==> config.mk <==
export PLATFORM = sky130hd
export DESIGN_NAME = rob_top
export DESIGN_NICKNAME = d
export VERILOG_FILES = /design/src/rob_pkg.sv /design/src/rob_alloc_ctrl.sv /design/src/rob_entry_store.sv /design/src/rob_commit_ctrl.sv /design/src/rob_top.sv
export SDC_FILE = /design/constraint.sdc
export NUM_CORES = 2
export LEC_CHECK = 0
export BUFFER_PORTS_ARGS = -buffer_cell sky130_fd_sc_hd__buf_2
export CORE_UTILIZATION = 40
export CTS_BUF_LIST = sky130_fd_sc_hd__clkbuf_4 sky130_fd_sc_hd__clkbuf_8
export DETAILED_ROUTE_END_ITERATION = 6
export PLACE_DENSITY = 0.6
export SLEW_MARGIN = 20
export SYNTH_ARGS = -nofsm -noshare
export SYNTH_HDL_FRONTEND = slang
export SYNTH_SLANG_ARGS = --single-unit
==> constraint.sdc <==
create_clock -name clk -period 4.7 [get_ports clk]
set_input_delay 0.235 -clock clk [delete_from_list [all_inputs] [get_ports clk]]
set_output_delay 0.235 -clock clk [all_outputs]
set_load 0.05 [all_outputs]
==> src/rob_pkg.sv <==
package rob_pkg;

    // =========================================================================
    // Sizes
    // =========================================================================

    // Number of entries, must stay a power of two
    localparam int ROB_DEPTH = 16;
    localparam int SLOT_W = 4;
    // Slot index plus wrap bit
    localparam int PTR_W = 5;
    localparam int DATA_W = 32;
    // Architectural destination register number
    localparam int DEST_W = 5;

    // Lane counts per interface
    localparam int ALLOC_LANES = 2;
    localparam int CDB_PORTS = 2;
    localparam int COMMIT_LANES = 2;

    // =========================================================================
    // Types
    // =========================================================================

    typedef logic [SLOT_W-1:0] slot_t;
    typedef logic [PTR_W-1:0] ptr_t;
    // Occupancy 0..ROB_DEPTH, same width as a pointer
    typedef logic [PTR_W-1:0] count_t;

    // One allocation lane from rename
    typedef struct packed {
        logic              valid;
        logic [DEST_W-1:0] dest;
    } alloc_req_t;

    // One result-bus port
    typedef struct packed {
        logic              valid;
        slot_t             slot;
        logic [DATA_W-1:0] data;
        logic              exception;
    } cdb_t;

    // Stored buffer entry
    typedef struct packed {
        logic              executed;
        logic              exception;
        logic [DEST_W-1:0] dest;
        logic [DATA_W-1:0] data;
    } entry_t;

    // One retiring instruction
    typedef struct packed {
        logic              valid;
        logic [DEST_W-1:0] dest;
        logic [DATA_W-1:0] data;
        logic              exception;
    } commit_t;

endpackage

==> src/rob_alloc_ctrl.sv <==
module rob_alloc_ctrl (
    input  logic                                           clk,
    input  logic                                           reset,

    // Allocation requests from rename
    input  rob_pkg::alloc_req_t [rob_pkg::ALLOC_LANES-1:0] alloc_req,
    // Head pointer from the commit side
    input  rob_pkg::ptr_t                                  head,

    output logic                                           alloc_ok,
    output rob_pkg::slot_t [rob_pkg::ALLOC_LANES-1:0]      alloc_slot,
    output logic [rob_pkg::ALLOC_LANES-1:0]                alloc_we,

    // Occupancy status
    output rob_pkg::count_t                                count,
    output logic                                           empty,
    output logic                                           full
);

    // =========================================================================
    // Tail pointer and occupancy
    // =========================================================================

    rob_pkg::ptr_t   tail;
    rob_pkg::count_t free_cnt;
    rob_pkg::count_t num_req;

    // Wrap bit makes tail - head exact for 0..ROB_DEPTH
    assign count    = tail - head;
    assign free_cnt = rob_pkg::count_t'(rob_pkg::ROB_DEPTH) - count;

    assign empty = (count == '0);
    assign full  = (count == rob_pkg::count_t'(rob_pkg::ROB_DEPTH));

    // =========================================================================
    // Group accept and slot assignment
    // =========================================================================

    // Number of lanes asking for a slot
    always_comb begin
        num_req = '0;
        for (int i = 0; i < rob_pkg::ALLOC_LANES; i++) begin
            num_req = num_req + rob_pkg::count_t'(alloc_req[i].valid);
        end
    end

    // All or nothing, also high when no lane requests
    assign alloc_ok = (num_req <= free_cnt);

    // Consecutive slots from the tail, invalid lanes do not consume one
    always_comb begin
        rob_pkg::slot_t next_slot;

        next_slot = tail[rob_pkg::SLOT_W-1:0];
        for (int i = 0; i < rob_pkg::ALLOC_LANES; i++) begin
            alloc_slot[i] = next_slot;
            // Store write only for accepted, valid lanes
            alloc_we[i]   = alloc_req[i].valid && alloc_ok;
            next_slot     = next_slot + rob_pkg::slot_t'(alloc_req[i].valid);
        end
    end

    // Tail moves by the whole group on accept
    always_ff @(posedge clk or negedge reset) begin
        if (!reset) begin
            tail <= '0;
        end else if (alloc_ok) begin
            tail <= tail + num_req;
        end
    end

endmodule

==> src/rob_entry_store.sv <==
module rob_entry_store (
    input  logic                                           clk,
    input  logic                                           reset,

    // Allocation writes, already qualified by accept
    input  logic [rob_pkg::ALLOC_LANES-1:0]                alloc_we,
    input  rob_pkg::slot_t [rob_pkg::ALLOC_LANES-1:0]      alloc_slot,
    input  rob_pkg::alloc_req_t [rob_pkg::ALLOC_LANES-1:0] alloc_req,

    // Result-bus writes
    input  rob_pkg::cdb_t [rob_pkg::CDB_PORTS-1:0]         cdb,

    // Head read address
    input  rob_pkg::ptr_t                                  head,
    output rob_pkg::entry_t [rob_pkg::COMMIT_LANES-1:0]    head_entry
);

    // =========================================================================
    // Entry storage
    // =========================================================================

    rob_pkg::entry_t entries [rob_pkg::ROB_DEPTH];

    // Write order sets priority
    // Later NBAs override earlier ones on the same slot
    //   allocation clear < result port 0 < result port 1
    always_ff @(posedge clk or negedge reset) begin
        if (!reset) begin
            for (int i = 0; i < rob_pkg::ROB_DEPTH; i++) begin
                entries[i] <= '0;
            end
        end else begin
            // New entries start not executed, destination recorded
            for (int i = 0; i < rob_pkg::ALLOC_LANES; i++) begin
                if (alloc_we[i]) begin
                    entries[alloc_slot[i]] <= '{
                        executed:  1'b0,
                        exception: 1'b0,
                        dest:      alloc_req[i].dest,
                        data:      '0
                    };
                end
            end

            // Results fill data and flag, dest kept
            for (int p = 0; p < rob_pkg::CDB_PORTS; p++) begin
                if (cdb[p].valid) begin
                    entries[cdb[p].slot].executed  <= 1'b1;
                    entries[cdb[p].slot].exception <= cdb[p].exception;
                    entries[cdb[p].slot].data      <= cdb[p].data;
                end
            end
        end
    end

    // =========================================================================
    // Head read ports
    // =========================================================================

    // Head, head+1, ... with wraparound in slot width
    always_comb begin
        rob_pkg::slot_t rd_slot;

        rd_slot = head[rob_pkg::SLOT_W-1:0];
        for (int i = 0; i < rob_pkg::COMMIT_LANES; i++) begin
            head_entry[i] = entries[rd_slot];
            rd_slot       = rd_slot + 1'b1;
        end
    end

endmodule

==> src/rob_commit_ctrl.sv <==
module rob_commit_ctrl (
    input  logic                                        clk,
    input  logic                                        reset,

    // Entries at head and head+1
    input  rob_pkg::entry_t [rob_pkg::COMMIT_LANES-1:0] head_entry,
    // Current occupancy
    input  rob_pkg::count_t                             count,

    output rob_pkg::ptr_t                               head,
    output rob_pkg::commit_t [rob_pkg::COMMIT_LANES-1:0] commit
);

    // =========================================================================
    // In-order readiness
    // =========================================================================

    rob_pkg::ptr_t num_commit;

    // Lane i needs more than i entries and every older lane ready
    always_comb begin
        logic chain;

        chain      = 1'b1;
        num_commit = '0;
        for (int i = 0; i < rob_pkg::COMMIT_LANES; i++) begin
            chain = chain && head_entry[i].executed &&
                    (count > rob_pkg::count_t'(i));

            commit[i].valid     = chain;
            commit[i].dest      = head_entry[i].dest;
            commit[i].data      = head_entry[i].data;
            commit[i].exception = head_entry[i].exception;

            num_commit = num_commit + rob_pkg::ptr_t'(chain);
        end
    end

    // =========================================================================
    // Head pointer
    // =========================================================================

    // No back-pressure, every valid lane retires at this edge
    always_ff @(posedge clk or negedge reset) begin
        if (!reset) begin
            head <= '0;
        end else begin
            head <= head + num_commit;
        end
    end

endmodule

==> src/rob_top.sv <==
module rob_top (
    input  logic                                            clk,
    input  logic                                            reset,

    // Allocation from rename
    input  rob_pkg::alloc_req_t [rob_pkg::ALLOC_LANES-1:0]  alloc_req,
    output logic                                            alloc_ok,
    output rob_pkg::slot_t [rob_pkg::ALLOC_LANES-1:0]       alloc_slot,

    // Results from execution units
    input  rob_pkg::cdb_t [rob_pkg::CDB_PORTS-1:0]          cdb,

    // Retirement
    output rob_pkg::commit_t [rob_pkg::COMMIT_LANES-1:0]    commit,

    // Status
    output rob_pkg::count_t                                 count,
    output logic                                            empty,
    output logic                                            full
);

    // =========================================================================
    // Internal wiring
    // =========================================================================

    rob_pkg::ptr_t                                head;
    logic [rob_pkg::ALLOC_LANES-1:0]              alloc_we;
    rob_pkg::entry_t [rob_pkg::COMMIT_LANES-1:0]  head_entry;

    // Producer side, tail and accept
    rob_alloc_ctrl u_alloc_ctrl (
        .clk        (clk),
        .reset      (reset),
        .alloc_req  (alloc_req),
        .head       (head),
        .alloc_ok   (alloc_ok),
        .alloc_slot (alloc_slot),
        .alloc_we   (alloc_we),
        .count      (count),
        .empty      (empty),
        .full       (full)
    );

    // Entry array
    rob_entry_store u_entry_store (
        .clk        (clk),
        .reset      (reset),
        .alloc_we   (alloc_we),
        .alloc_slot (alloc_slot),
        .alloc_req  (alloc_req),
        .cdb        (cdb),
        .head       (head),
        .head_entry (head_entry)
    );

    // Consumer side, head and retire
    rob_commit_ctrl u_commit_ctrl (
        .clk        (clk),
        .reset      (reset),
        .head_entry (head_entry),
        .count      (count),
        .head       (head),
        .commit     (commit)
    );

endmodule

=== Yosys cells after proc, flatten, opt, wreduce, memory -nomap -nowiden ===
Index checks and enable logic that the tools add are counted.

* Bits in registers: 634
* Input port bits: 90
* Output and inout port bits: 94
* Word-level logic and storage cells: 138

* $add $sub $neg: 8
* Magnitude comparators: 13
* Eq/ne operators: 1
* Muxes and demuxes: 34
* Bitwise logic cells: 6
* Reductions and logical operators: 10

{| class="wikitable"
|+ Operators with widths
! operator !! count
|-
| $bwmux 624 || 8
|-
| $mux 624 || 4
|-
| $demux 39 s4 || 8
|-
| $bmux 39 s4 || 2
|-
| $mux 39 || 8
|-
| $mux 38 || 2
|-
| $mux 32 || 2
|-
| $ge 5x5->1 const B || 6
|-
| $not 4->5 || 6
|-
| $lt 5x1->1 const B || 4
|-
| $add 5x5->5 || 2
|-
| $gt 5x1->1 const B || 2
|-
| $logic_and 1x1->1 || 9
|-
| $eq 5x5->1 const B || 1
|-
| $le 5x5->1 || 1
|-
| $logic_not 5->1 || 1
|-
| $sub 5x5->5 || 1
|-
| $sub 5x5->5 const A || 1
|-
| $add 1x1->2 || 2
|-
| $add 4x1->4 || 1
|-
| $add 4x1->4 const B || 1
|}

=== Depth between registers and ports, before layout ===
* Word-level depth: 17
* Gate-level depth with buffers: 18
* Mapped depth without buffers: 16

=== Cells and area by module ===
From an unflattened synthesis, not the netlist that was laid out.

* Cell total of the unflattened synthesis: 4509
* Area, all modules: 41464.8 um^2

{| class="wikitable"
|+ Modules (own cells, without submodules)
! module !! times used !! cells an instance !! area each (um^2) !! sequential area each (um^2)
|-
| rob_entry_store || 1 || 4323 || 39877.0 || 15615.0
|-
| rob_alloc_ctrl || 1 || 95 || 802.0 || 125.1
|-
| rob_commit_ctrl || 1 || 91 || 785.8 || 125.1
|}

=== Worst setup path after synthesis ===
OpenSTA, ideal clock, no wires.

* Path type: register to register
* Start: register u_commit_ctrl.head[1]
* End: register u_commit_ctrl.head[4]
* Library setup time: 0.079 ns
* Arrival time: 6.133 ns
* Setup slack: -1.512 ns
* Stages on the path, launching flop included: 19
* Buffers on the path: 3
* Period minus slack after synthesis: 6.212 ns
* Path through: dfrtp_1 clkbuf_1 clkbuf_1 clkbuf_1 inv_1 ha_1 a21oi_1 nand2_1 xor2_1 nor2_1 ha_1 nor2b_1 and3_1 ha_1 ha_1 inv_1 fa_1 nor3_1 xor2_1

{| class="wikitable"
|+ RTL lines
! element !! line !! source
|-
| start: declaration || rob_commit_ctrl.sv:10 || <nowiki>output rob_pkg::ptr_t head,</nowiki>
|-
| start signal: assignment || rob_commit_ctrl.sv:48 || <nowiki>head <= head + num_commit;</nowiki>
|}

=== Worst setup path after layout ===
* Start: register u_alloc_ctrl.tail[0]
* End: output port alloc_ok

* Longest elaborated chain between the ends: 3

{| class="wikitable"
|+ Ends and longest elaborated chain
! element !! line !! source
|-
| start: declaration || rob_alloc_ctrl.sv:24 || <nowiki>rob_pkg::ptr_t tail;</nowiki>
|-
| start signal: assignment || rob_alloc_ctrl.sv:68 || <nowiki>tail <= tail + num_req;</nowiki>
|-
| $sub 5x5->5 || rob_alloc_ctrl.sv:29 || <nowiki>assign count = tail - head;</nowiki>
|-
| $sub 5x5->5 || rob_alloc_ctrl.sv:30 || <nowiki>assign free_cnt = rob_pkg::count_t'(rob_pkg::ROB_DEPTH) - count;</nowiki>
|-
| $le 5x5->1 || rob_alloc_ctrl.sv:48 || <nowiki>assign alloc_ok = (num_req <= free_cnt);</nowiki>
|-
| end: declaration || rob_top.sv:7 || <nowiki>output logic alloc_ok,</nowiki>
|}

No other way between the ends.

==> summary.txt <==
LOGIC SYNTHESIS
---------------------------------------------------------------------------------------
Share of synthesized area occupied by flip-flops and latches                      0.408
Number of enable-type register cells in the synthesized netlist                       0
Gate count after technology mapping                                               3,154
Cell area after synthesis                                                    38,900 um2
Flops & latches, synth                                                              634
Mean area per synthesized cell                                                 12.3 um2
Fraction of registers with async set or reset after synthesis                      1.00
Yosys Warn Count                                                                      0
Leading register cell type out of synthesis                                sky130_fd_sc_hd__dfrtp_1
Count of distinct cell types in the synthesized netlist                              51
Nets in the synthesized netlist                                                   3,266

PLACEMENT
---------------------------------------------------------------------------------------
Half-perimeter wire length after placement                                    88,000 um
Port Buffer Count                                                                   183
Final estimated routing congestion in global placement                            0.883
Placement Cell Area                                                          40,900 um2
Worst setup slack after placement                                              0.496 ns

DRT
---------------------------------------------------------------------------------------
Number of violations reported at the end of detailed-routing iteration 0          4,208
DRC viols                                                                             0
Wirelength, routed                                                           154,000 um
Via-to-Cell Ratio                                                                  7.09
Number of optimization iterations in the first detailed-route pass                    5
Total number of vias                                                              32.6k
Mean routed wirelength per cell                                                 33.6 um
Post-DRT Antenna Nets                                                                 0

WORST SETUP PATH
---------------------------------------------------------------------------------------
Register-to-register path setup slack                                           0.40 ns
Worst R2R Start                                                            u_alloc_ctrl.tail[0]
Worst Path Arrival                                                              4.24 ns
Worst setup path end                                                           alloc_ok
CP Class                                                                     reg -> out
Critical path required time                                                     4.47 ns
Worst setup EP type                                                          output pin
Worst Setup SP                                                             u_alloc_ctrl.tail[0]
R2R Path End                                                               u_entry_store.entries[425]
Critical-path maximum fanout                                                         52
FF-to-FF path depth                                                                  13
Startpoint type of the worst setup path                                       flip-flop

POWER AND IR DROP
---------------------------------------------------------------------------------------
Final total power                                                               37.9 mW
Design internal power                                                           20.2 mW
Fraction of power spent switching nets                                            0.466
Part of the total power dissipated in combinational logic                         0.593
Clock power share                                                                 0.154
Static leakage power                                                            22.4 nW
Power per cell area                                                          850 nW/um2
Switching power                                                                 17.7 mW
Largest vdd supply drop                                                         1.03 mV
Sequential fraction of design power                                               0.254

FINAL LAYOUT
---------------------------------------------------------------------------------------
Number of fillers in the final layout                                             8,603
Signed area change from the synthesized netlist to the final layout               14.8%
Layout Nets                                                                       3,334
Final instance area                                                          44,600 um2
Layout cell share with drive strength beyond 1                                    0.283

CTS
---------------------------------------------------------------------------------------
Source-to-sink clock delay at the later pin of the worst-skew pair              0.80 ns
Clk slew on worst S/H paths                                                     0.06 ns
Maximum buffer depth of the clock tree                                                3
Total number of H-tree levels                                                         3
CTS root buffer                                                            sky130_fd_sc_hd__clkbuf_8
Clk sink count                                                                      634
TritonCTS clock tree                                                               done
Count of buffers added by post-CTS timing repair for setup                            0
CTS buffer count                                                                    116

FLOORPLAN
---------------------------------------------------------------------------------------
Initial standard-cell utilization of the core                                     0.407
Standard-cell rows                                                                  113
I/O pin count                                                                       184
Placeable core region                                                        95,600 um2
Total die area                                                               98,400 um2
Die X                                                                            314 um
Overall die height                                                               314 um

GRT
---------------------------------------------------------------------------------------
Largest net degree at the start of global routing                                   129
Final global-route overflow total                                                     0
GRT Resource Usage Total                                                          0.311
Number of global-route vias before repair                                         33.1k
Global-route wire length before repair                                       226,000 um
Number of antenna violations at the first check in global routing                    16

STA
---------------------------------------------------------------------------------------
Final Max Tran Viols                                                                  0
# setup viols final                                                                   0
Hold Fails Final Rpt                                                                  0
Maximum operating frequency                                                     223 MHz
Min Clock Period, post-route                                                    4.48 ns
Worst Max-Slew Pin Slew                                                         1.10 ns
Setup repair after global routing missed its margin                               false
Post-route clock skew                                                         0.0373 ns
Final sum of negative setup slack                                                  0 ns
Remaining max-slew budget at the tightest pin                                     0.264
Final Hold Slack                                                              0.0577 ns
Final worst-path cycle share                                                      0.952
Final WS setup                                                                 0.223 ns

HOLD PATH
---------------------------------------------------------------------------------------
Beginning of the worst hold path                                                cdb[44]
Path type of the worst min-delay path                                         in -> reg

JOB
---------------------------------------------------------------------------------------
Count of maximum capacitance violations                                               0

RUN STATUS
---------------------------------------------------------------------------------------
Outcome                                                                       completed

-- flip-flops by register name, summed over array words and instances, names as in the netlist --
signal                 count
u_entry_store.entries    624
u_alloc_ctrl.tail          5
u_commit_ctrl.head         5
-- through the flow --
step / std cells / util
CTS: 4584 / 0.466
floorplan: 3154 / -
global route: 4589 / 0.467
detailed placement: 4264 / 0.428
global placement: 4264 / 0.428
finish: 4594 / 0.467
-- cell usage after synthesis, drive strengths merged, types with 3 or more instances --
cell	count	area (um2)
a21boi	47	368
dfrtp	634	15900
a21oi	66	447
nor2b	7	43.8
nor3	32	165
o22a	45	394
clkbuf	256	961
nand3	66	330
o21ai	53	265
nand2	89	334
nor2	73	274
xor2	7	61.3
and2	3	18.8
and3	6	37.5
a22o	528	4620
mux2i	10	100
xnor2	7	61.3
buf	163	719
ha	19	238
nand3b	6	45.0
nand2b	21	131
or3	7	43.8
a21o	545	4090
mux4	389	8760
fa	3	60.1
a31oi	31	194
inv	25	93.8
-- layer usage --
metal	track usage	wire length, um	share of wire	vias to the layer above
met5	0	65	0.00042	-
met4	0.143	7550	0.049	10
met3	0.0862	17900	0.12	479
met2	0.475	70000	0.45	2388
met1	0.411	58700	0.38	17091
li1	-	-	-	12612
-- how the worst min path moves through the flow --
| stage | endpoint | cells after the start |
|---|---|---|
| floorplan | u_alloc_ctrl.tail[0] | 0 |
| global placement | u_entry_store.entries[230] | 1 |
| detailed placement | u_entry_store.entries[266] | 1 |
| CTS | u_entry_store.entries[5] | 3 |
| global route | u_entry_store.entries[5] | 3 |
| finish | u_entry_store.entries[5] | 3 |
-- power by group through the flow --
stage	registers, mW	logic [mW]	clock network [mW]
after global routing	9.83	23.5	6.12
final	9.62	22.5	5.82
after global placement	9.35	21.9	0
after floorplan	8.87	16.6	0
after CTS	9.51	22.5	5.89
after detailed placement	9.59	22.2	0
-- placed cells by master (no fill, tap or decap), drive strengths merged, types with 45 or more instances in the layout --
cell         count
buf            264
nand3           66
clkbuf         180
dfrtp          634
nor2            73
nand2           89
a21boi          47
dlygate4sd3    104
a22o           528
o21ai           53
o22a            45
mux4           389
a21oi           66
a21o           545
-- worst max-delay path, stage by stage (launching register included) --
cell                       delay [ns]
sky130_fd_sc_hd__dfrtp_2         0.45
sky130_fd_sc_hd__inv_1           0.13
sky130_fd_sc_hd__ha_1            0.26
sky130_fd_sc_hd__fa_1            0.55
sky130_fd_sc_hd__ha_1            0.33
sky130_fd_sc_hd__inv_1           0.05
sky130_fd_sc_hd__ha_1            0.28
sky130_fd_sc_hd__nor2b_1         0.14
sky130_fd_sc_hd__o211a_1         0.17
sky130_fd_sc_hd__a21boi_4        0.30
sky130_fd_sc_hd__clkinv_8        0.26
sky130_fd_sc_hd__buf_16          0.29
sky130_fd_sc_hd__buf_2           0.24
-- cell families (layout without fill, tap and decap cells) --
group           Yosys count  count (layout)  share of synthesized area
compound gates         1321            1321                      0.269
flops                   634             634                      0.408
buf+inv                 444             609                     0.0456
mux                     400             400                      0.228
simple gates            319             319                     0.0385
fa+ha+maj                22              22                    0.00766
xor+xnor                 14              14                    0.00315
other cells               0              10                          0
-- timing repair --
item	in CTS	in global routing
resized for setup	4	3
setup endpoints to repair	2	2
endpoints found under the hold margin	632	0
hold buffers	104	0
gates cloned	1	0
-- layout make-up --
| class | count | area [um2] | share of cell area |
|---|---|---|---|
| diodes | 10 | 25.0 | 0.000561 |
| clock buffers | 180 | 2230 | 0.0501 |
| clock inverters | 35 | 313 | 0.00701 |
| inverters | 25 | 109 | 0.00244 |
| multi-input cells | 2076 | 21600 | 0.484 |
| flip-flops and latches | 634 | 15900 | 0.356 |
| well taps | 1265 | 1580 | 0.0355 |
| repair buffers | 369 | 2890 | 0.0647 |
(Power assumes the default switching activity.)
